[src/sprite_pkg.sv]
package sprite_pkg;

    // command codes, first byte of every SPI command
    localparam logic [7:0] command_save_sprite = 8'h01;
    localparam logic [7:0] command_draw_sprite = 8'h02;

    // bytes that follow each command byte
    localparam logic [15:0] save_data_count = 16'd513; // id + 256 pixels of 2 bytes
    localparam logic [15:0] draw_data_count = 16'd6;   // id, x hi/lo, y hi/lo, flags

    // sprite geometry
    localparam int sprite_side = 16;
    localparam int sprite_words = sprite_side * sprite_side;

    typedef logic [15:0] pixel_t; // 16-bit color
    typedef logic [15:0] coord_t; // screen position, wraps at 16 bits

endpackage

[src/sprite_loader.sv]
`timescale 1ns/1ps

module sprite_loader import sprite_pkg::*; #(
    parameter int sprite_count = 8,
    localparam int address_width = $clog2(sprite_count * sprite_words)
) (
    input  logic                     clock,
    input  logic                     reset,
    input  logic                     sprite_byte_valid,
    input  logic [7:0]               sprite_id,
    input  logic [8:0]               byte_offset,
    input  logic [7:0]               sprite_data,
    output logic                     write_request,
    output logic [address_width-1:0] write_address,
    output pixel_t                   write_data
);

    logic [7:0] high_byte; // waits for its low byte partner

    always_ff @(posedge clock) begin
        if (reset) begin
            write_request <= 1'b0;
        end else begin
            write_request <= sprite_byte_valid & byte_offset[0];
        end
    end

    always_ff @(posedge clock) begin
        if (sprite_byte_valid) begin
            if (!byte_offset[0]) begin
                high_byte <= sprite_data; // even offset carries the high byte
            end else begin
                write_data    <= {high_byte, sprite_data};
                write_address <= address_width'(sprite_id * sprite_words + byte_offset[8:1]);
            end
        end
    end

endmodule

[config.mk]
export PLATFORM = sky130hd
export DESIGN_NAME = sprite_loader
export DESIGN_NICKNAME = d
export VERILOG_FILES = /design/src/sprite_pkg.sv /design/src/sprite_loader.sv
export SDC_FILE = /design/constraint.sdc
export NUM_CORES = 1
export LEC_CHECK = 0
export BUFFER_PORTS_ARGS = -buffer_cell sky130_fd_sc_hd__buf_4
export CAP_MARGIN = 20
export CORE_MARGIN = 1
export CORE_UTILIZATION = 30
export CTS_CLUSTER_SIZE = 30
export DETAILED_ROUTE_END_ITERATION = 6
export PLACE_DENSITY = 0.66
export SLEW_MARGIN = 20
export SYNTH_ARGS = -nofsm -noshare
export SYNTH_HDL_FRONTEND = slang
export SYNTH_SLANG_ARGS = --single-unit
[constraint.sdc]
create_clock -name clock -period 2.7 [get_ports clock]
set_input_delay 0.54 -clock clock [delete_from_list [all_inputs] [get_ports clock]]
set_output_delay 0.54 -clock clock [all_outputs]
set_load 0.1 [all_outputs]
Yosys cells after proc, flatten, opt, wreduce, memory -nomap -nowiden

Index checks and enable logic that the tools add are counted.

Flip-flop bits (word level): 36
Output and inout port bits: 28

Add/sub/neg operators: 1
Bitwise gates (word level): 2
Reduce and logical (&&, ||, !) cells: 2

Operators by type and width:

| operator                                 | count |
|---|---|
| 11-bit by 8-bit adder with 11-bit output | 1 |
| 2-bit AND reduction                      | 2 |
| 1-bit bitwise AND                        | 1 |
| 1-bit NOT                                | 1 |

Depth between registers and ports, before layout

Gate-level depths: netlist of the first run.

Depth after elaboration: 2
Gate-level depth with buffers: 1
Gate-level depth less buffers: 1

Least setup slack after synthesis of the first run

No wires, ideal clock.

Path type: reg-to-output
From: register write_request
To: output port write_request
Arrival: 0.909 ns
Path slack: 1.251 ns
Stages on the path, launching flop included: 1
Buffers on the path: 0
Cells stage by stage: dfxtp_1

RTL lines:

| item                     | RTL line            | RTL |
|---|---|---|
| start: declaration       | sprite_loader.sv:13 | `output logic write_request,` |
| start signal: assignment | sprite_loader.sv:24 | `write_request <= sprite_byte_valid & byte_offset[0];` |

No word-level cell between the ends.

Worst setup path after layout of the first run

From: register write_data[7]
To: output port write_data[7]

RTL lines:

| item                     | RTL line            | RTL |
|---|---|---|
| start: declaration       | sprite_loader.sv:15 | `output pixel_t write_data` |
| start signal: assignment | sprite_loader.sv:33 | `write_data <= {high_byte, sprite_data};` |

No word-level cell between the ends.

==> results of run 1 <==
==> Yosys cell counts <==
cell | n | area share
sky130_fd_sc_hd__and2_2 | 1 | 0.0068
sky130_fd_sc_hd__and2b_2 | 1 | 0.0080
sky130_fd_sc_hd__and3b_2 | 1 | 0.0091
sky130_fd_sc_hd__dfxtp_1 | 1 | 0.018
sky130_fd_sc_hd__edfxtp_1 | 35 | 0.96
==> registers in the layout, summed over array words and instances (netlist names) <==
register,flops
write_address,11
high_byte,8
write_data,16
write_request,1
==> routing by layer <==
| layer | vias to the layer above | wire length, um |
|---|---|---|
| met3 | 5 | 196 |
| met4 | 0 | 30 |
| met5 | - | 0 |
| met1 | 269 | 612 |
| met2 | 39 | 889 |
| li1 | 268 | - |
==> final cells by class <==
type	count	area, sq um
Clock inverter	2	12.5
Multi-Input combinational cell	3	26.3
Sequential cell	36	1070
Tap cell	46	57.6
Clock buffer	6	41.3
Fill cell	311	1830
Timing Repair Buffer	50	375
==> report_power, final <==
part | switching (mW) | total [mW] | internal (mW)
sequential | 0.00821 | 0.658 | 0.650
combinational | 0.192 | 0.242 | 0.0497
clock | 0.167 | 0.267 | 0.100
total | 0.367 | 1.17 | 0.800
==> worst max-delay path by stage <==
stage                            startpoint          endpoint  slack (ps)  cells after the start
final                         write_data[7]     write_data[7]        1190                      1
after global routing         write_data[10]    write_data[10]        1140                      1
after CTS                     write_data[0]     write_data[0]        1160                      1
after detailed placement  sprite_byte_valid  write_address[7]        1110                      2
after global placement    sprite_byte_valid  write_address[8]        1150                      2
after floorplan               write_request     write_request        1250                      0
==> cell usage in the layout, fill, tap and decap left out <==
master	instances
sky130_fd_sc_hd__and2_2	1
sky130_fd_sc_hd__and2b_2	1
sky130_fd_sc_hd__and3b_2	1
sky130_fd_sc_hd__buf_4	50
sky130_fd_sc_hd__clkbuf_1	1
sky130_fd_sc_hd__clkbuf_4	5
sky130_fd_sc_hd__clkinv_2	1
sky130_fd_sc_hd__clkinvlp_4	1
sky130_fd_sc_hd__dfxtp_1	1
sky130_fd_sc_hd__edfxtp_1	35
==> metrics by stage <==
stage / hold WS, ps / power [mW] / setup slack [ps] / utilization
after global routing: 356 / 1.21 / 1140 / 0.464
after detailed placement: 405 / 0.915 / 1110 / 0.448
after global placement: 402 / 0.911 / 1150 / 0.448
after floorplan: 400 / 0.849 / 1250 / -
after CTS: 363 / 1.18 / 1160 / 0.464
final: 384 / 1.17 / 1190 / 0.464
==> cells by family after synthesis <==
kind of cell	count (synthesis)
flops	36
simple gates	3
==> out/summary.txt, run 1 <==
======================================================================================================
Ratio of cells with drive above 1 in the final layout                                            0.619
Seq/Total Area, Yosys                                                                            0.976
Sum of overflow across all layers after global routing                                               0
Max transition margin                                                                            0.587
Post-CTS resize count                                                                                0
Fraction of the mapped netlist area in simple logic gates                                       0.0239
Nets in the synthesized netlist                                                                     67
Worst Tran Pin Value                                                                            620 ps
Worst IR Drop VDD                                                                             0.373 mV
Count of final hold-check violations                                                                 0
Post-synthesis instance area                                                              0.00110 sq mm
Worst Path Required                                                                            2160 ps
FP Rows                                                                                             21
Post-layout nets                                                                                   124
Leakage                                                                                       0.621 nW
Clock H-tree levels                                                                                  2
Most Crowded Layer GR                                                                             met2
Compound-cell area share of the yosys netlist                                                        0
Initial antenna violation count                                                                      0
Post-synthesis average cell area                                                            28.1 sq um
Via count normalized by instance count                                                            4.06
Hold-fix buffers at CTS                                                                              0
Multiplexer share of the synthesized area                                                            0
Wire length of the first global-routing pass                                                   2730 um
Critical Path Start Type                                                                      register
Slack of the worst reg-to-reg path                                                             2070 ps
Horizontal die dimension                                                                       62.5 um
Endpoint of the lowest-slack register-to-register path                                    write_data[11]
Count of port buffers added during placement                                                        50
Cell variety after synth                                                                             5
Buffers & Inverters on Critical Path                                                                 1
Via count of the first global-routing pass                                                         653
Drt initial violations                                                                              10
R2R depth                                                                                            0
Synthesized instance count                                                                          39
Total inserted antenna cells                                                                         0
Worst-skew pair later-pin latency                                                               330 ps
Drt total wl                                                                                   1730 um
Routed wire per std cell                                                                       12.1 um
Global-route met3 utilization                                                                   0.0693
Aggregate negative setup slack                                                                    0 ps
Area of all placed cells without fillers                                                  0.00158 sq mm
Master of the slowest instance on the critical path                                       sky130_fd_sc_hd__edfxtp_1
Die boundary height                                                                            62.5 um
Total clock buffers created by CTS                                                                   5
Non-filler instance count after layout                                                             143
Period Utilization, post-route                                                                   0.560
Weighted congestion reported at the end of routability-driven placement                          0.634
Full die area                                                                             0.00390 sq mm
Xor and xnor fraction of the mapped netlist area                                                     0
Syn-to-layout area delta                                                                         44.4%
Largest stage delay on the critical path                                                        350 ps
Number of vias in the routed layout                                                                581
Synth warnings                                                                                       0
Post-detailed-route DRC marker count                                                                 0
Worst Path Class, Setup                                                                     reg -> out
Core area                                                                                 0.00342 sq mm
Cell breakdown of the critical path                                                              buf_4
Hold-critical path endpoint                                                               write_address[2]
Minimum clock period                                                                           1510 ps
Min-delay worst type                                                                         in -> reg
Global routing usage on met1                                                                    0.0812
Kind of capture point of the worst setup path                                               output pin
Setup repair bufs after CTS                                                                          0
Worst Path Arrival                                                                              970 ps
Met2 layer usage reported by global route                                                        0.175
Fraction of the mapped netlist area in adder cells                                                   0
Achievable clock frequency                                                                   0.662 GHz
Largest delay contributor family on the critical path                                       flip-flops
CTS tree                                                                                           yes
Clock transition at the register clock pins on the worst setup and hold paths after CTS         100 ps
Root buffer cell                                                                          sky130_fd_sc_hd__clkbuf_4
Boundary pin count                                                                                  56
Area of placed instances                                                                  0.00153 sq mm
First-pass iteration count of the detailed router                                                    4
Final setup violation count                                                                          0
Starting utilization of the core area                                                            0.321
Final setup skew                                                                               8.81 ps
Result of the run                                                                            completed
FF-to-FF Start                                                                            high_byte[3]
Dominant combinational cell family by area after synthesis                                simple AND/OR/NAND/NOR gates
Max-cap viol count                                                                                   0
Global-route total usage across every layer                                                     0.0986
Instance count after placement with tap cells included                                             135
RSZ-0062 raised after global routing                                                             false
Number of cells on the worst hold path                                                               1
Source of the worst hold timing path                                                      byte_offset[3]
Maximum fanout along the worst path                                                                  1
Number of storage elements in the synthesis netlist                                                 36
Total power per unit cell area                                                             737 mW/mm^2
Sink count of the clock tree                                                                        36
Maximum clock path buffer count                                                                      2
Routed Antenna Nets                                                                                  0
Largest net degree at the start of global routing                                                   28
Number of pins exceeding their max-slew limit in the final report                                    0
======================================================================================================
No activity file was read; power rests on OpenSTA's default activity.
==> run 2: changes to the inputs <==
--- a/config.mk
+++ b/config.mk
@@ -5,6 +5,7 @@
 export SDC_FILE = /design/constraint.sdc
 export NUM_CORES = 1
 export LEC_CHECK = 0
+export ABC_AREA = 1
 export BUFFER_PORTS_ARGS = -buffer_cell sky130_fd_sc_hd__buf_4
 export CAP_MARGIN = 20
 export CORE_MARGIN = 1
==> constraint.sdc (replaced) <==
create_clock -name clock -period 1.5 [get_ports clock]
set_input_delay 0.3 -clock clock [delete_from_list [all_inputs] [get_ports clock]]
set_output_delay 0.3 -clock clock [all_outputs]
set_load 0.1 [all_outputs]
==> run 2 against run 1 <==
Worst hold slack got worse by 270 ps. First-iteration DRC count rose to 3.0 times the previous value. Core utilization rose by 1.5 points. Area after synthesis fell by 0.46%. Flip-flop and latch count did not move. Total power rose by 95%. Sequential share of layout area fell by 2.2 points. Sequential power rose by 79%. Global-route usage rose by 0.29 points. Via count fell by 1.7%.
==> out/summary.txt, run 2 <==
======================================================================================================
Result of the run                                                                            completed
Synthesized instance count                                                                          41   +5.1%
Post-synth top area share                                                                        0.962   +0.00439
Global-route total usage across every layer                                                      0.102   +0.00290
Syn-to-layout area delta                                                                         49.8%
Max transition margin                                                                            0.813   +0.227
Largest stage delay on the critical path                                                        350 ps   about the same
Root buffer cell                                                                          sky130_fd_sc_hd__clkbuf_4
Leakage                                                                                       0.658 nW   +6.0%
Sink count of the clock tree                                                                        36   unchanged
Weighted congestion reported at the end of routability-driven placement                          0.607   -4.2%
Worst Path Required                                                                            1200 ps   -960 ps
Area of placed instances                                                                  0.00156 sq mm   +2.0%
Die boundary height                                                                            62.3 um   -0.22%
Clock H-tree levels                                                                                  2   unchanged
Worst IR Drop VDD                                                                             0.628 mV   +68%
Sum of overflow across all layers after global routing                                               0   unchanged
Most flop-heavy register                                                                    write_data
Most common cell in the synthesized netlist                                               sky130_fd_sc_hd__edfxtp_1
First-pass iteration count of the detailed router                                                    3   -1
Area of all placed cells without fillers                                                  0.00164 sq mm   +3.3%
Minimum clock period                                                                           1270 ps
Final setup violation count                                                                          0   unchanged
Horizontal die dimension                                                                       62.3 um   -0.22%
Post-detailed-route DRC marker count                                                                 0   unchanged
Period Utilization, post-route                                                                   0.845
Maximum fanout along the worst path                                                                  1   unchanged
Post-synthesis instance area                                                              0.00109 sq mm   -0.46%
CTS tree                                                                                           yes
Number of pins exceeding their max-slew limit in the final report                                    0   unchanged
Number of flip-flops under the largest register name                                                16   unchanged
Final setup skew                                                                               3.40 ps   -5.41 ps
Worst Hold Margin                                                                               110 ps   -274 ps
Buffers & Inverters on Critical Path                                                                 1   unchanged
FF-to-FF Start                                                                            high_byte[6]
Worst-skew pair later-pin latency                                                               330 ps   about the same
Most area-consuming cells after synthesis                                                 sky130_fd_sc_hd__edfxtp_1 (96%), sky130_fd_sc_hd__dfxtp_1 (1.8%), sky130_fd_sc_hd__inv_1 (0.69%)
Ratio of cells with drive above 1 in the final layout                                            0.598   -0.0205
Min-delay worst type                                                                         in -> reg
Aggregate negative setup slack                                                                    0 ps   unchanged
Routed Antenna Nets                                                                                  0   unchanged
Proportion of register bits with asynchronous set or reset after synthesis                           0   unchanged
Total inserted antenna cells                                                                         0   unchanged
Largest net degree at the start of global routing                                                   21   -25%
Full die area                                                                             0.00389 sq mm   -0.45%
Post-CTS resize count                                                                                0   unchanged
Total clock buffers created by CTS                                                                   5   unchanged
Boundary pin count                                                                                  56   unchanged
Regs by FF count                                                                          write_data x16, write_address x11, high_byte x8
Nets in the synthesized netlist                                                                     69   +3.0%
Worst Path Arrival                                                                              970 ps   about the same
Cell breakdown of the critical path                                                              buf_4
Library cell occupying the most area in the post-synthesis netlist                        sky130_fd_sc_hd__edfxtp_1
Master of the slowest instance on the critical path                                       sky130_fd_sc_hd__edfxtp_1
Maximum clock path buffer count                                                                      2   unchanged
Count of port buffers added during placement                                                        50   unchanged
Hold-fix buffers at CTS                                                                              0   unchanged
Kind of capture point of the worst setup path                                               output pin
Worst Tran Pin Value                                                                            282 ps   -338 ps
Source of the worst hold timing path                                                             reset
Crit path launch                                                                          write_address[7]
Post-synthesis average cell area                                                            26.6 sq um   -5.3%
Drt initial violations                                                                              30   +20
Number of storage elements in the synthesis netlist                                                 36   unchanged
Core area                                                                                 0.00342 sq mm   unchanged
Cell variety after synth                                                                             6   +1
Clock transition at the register clock pins on the worst setup and hold paths after CTS         100 ps   about the same
Most frequently used flop master after synthesis                                          sky130_fd_sc_hd__edfxtp_1
Synth cell count leaders                                                                  sky130_fd_sc_hd__edfxtp_1 (35), sky130_fd_sc_hd__inv_1 (2)
Commonest non-fill, non-tap cell in the layout                                            sky130_fd_sc_hd__buf_4
Achievable clock frequency                                                                   0.789 GHz
Critical Path Start Type                                                                      register
Starting utilization of the core area                                                            0.320   -0.00146
Seq/Total Area, Yosys                                                                            0.981   +0.00447
Count of final hold-check violations                                                                 0   unchanged
Number of vias in the routed layout                                                                571   -1.7%
Largest delay contributor family on the critical path                                       flip-flops
Via count normalized by instance count                                                            3.86   -5.0%
Initial antenna violation count                                                                      0   unchanged
Wire length of the first global-routing pass                                                   2840 um   +3.8%
Worst Path Class, Setup                                                                     reg -> out
Most frequent cells in the layout                                                         sky130_fd_sc_hd__buf_4 (52), sky130_fd_sc_hd__edfxtp_1 (35), sky130_fd_sc_hd__clkbuf_4 (5), sky130_fd_sc_hd__inv_1 (2)
Routed wire per std cell                                                                       11.9 um   -1.3%
Via count of the first global-routing pass                                                         591   -9.5%
Post-layout nets                                                                                   129   +4.0%
Drt total wl                                                                                   1770 um   +2.2%
RSZ-0062 raised after global routing                                                             false
EDFF count, synth                                                                                   35   unchanged
Max-cap viol count                                                                                   0   unchanged
Synth warnings                                                                                       0   unchanged
FP Rows                                                                                             21   unchanged
Setup repair bufs after CTS                                                                          0   unchanged
Total power per unit cell area                                                            1390 mW/mm^2   +89%
======================================================================================================
[run 2: cell count changes in the layout (fill, tap and decap cells not counted)]
| cell | change |
|---|---|
| sky130_fd_sc_hd__nor2_2 | +1 |
| sky130_fd_sc_hd__and3b_2 | -1 |
| sky130_fd_sc_hd__nor2_1 | +1 |
| sky130_fd_sc_hd__inv_1 | +2 |
| sky130_fd_sc_hd__and2_2 | -1 |
| sky130_fd_sc_hd__clkinvlp_4 | -1 |
| sky130_fd_sc_hd__and2b_2 | -1 |
| sky130_fd_sc_hd__buf_12 | +1 |
| sky130_fd_sc_hd__buf_4 | +2 |
| sky130_fd_sc_hd__nand2_1 | +1 |
| sky130_fd_sc_hd__bufinv_16 | +1 |
[run 2: layout make-up]
cell class / instances / area (sq um)
Sequential cell: 36 / 1070
Tap cell: 46 / 57.6
Multi-Input combinational cell: 3 / 13.8
Timing Repair Buffer: 53 / 410
Clock inverter: 2 / 35.0
Clock buffer: 6 / 41.3
Inverter: 2 / 7.51
Fill cell: 320 / 1780
[run 2: final timing paths]
check	end	slack (ps)	cells past startpoint
min	write_request	110	2
max reg2reg	write_data[14]	870	0
min reg2reg	write_data[11]	430	0
max	write_address[7]	230	1
[run 2: logic make-up after synthesis]
group / count (synthesis) / share of synthesized area
flops: 36 / 0.981
simple gates: 3 / 0.0126
buf+inv: 2 / 0.00688
[run 2: per-layer routing]
| metal | vias to the layer above | GRT usage | wire length [um] |
|---|---|---|---|
| li1 | 276 | - | - |
| met1 | 257 | 0.0910 | 584 |
| met2 | 34 | 0.170 | 924 |
| met3 | 4 | 0.0754 | 228 |
| met4 | 0 | 0.0436 | 30 |
| met5 | - | 0 | 0 |
[run 2: report_power, final]
part / switching (mW) / internal [mW] / total (mW)
registers: 0.0135 / 1.17 / 1.18
logic: 0.349 / 0.0963 / 0.445
clock network: 0.303 / 0.349 / 0.652
[run 2: per-stage QoR]
| step | power [mW] | utilization | worst slack (ps) | instances |
|---|---|---|---|---|
| after floorplan | 1.53 | - | 209 | 41 |
| after global placement | 1.65 | 0.457 | 464 | 140 |
| after detailed placement | 1.66 | 0.457 | 422 | 140 |
| after CTS | 2.31 | 0.479 | 201 | 148 |
| after global routing | 2.38 | 0.479 | 174 | 148 |
| final | 2.28 | 0.479 | 233 | 148 |
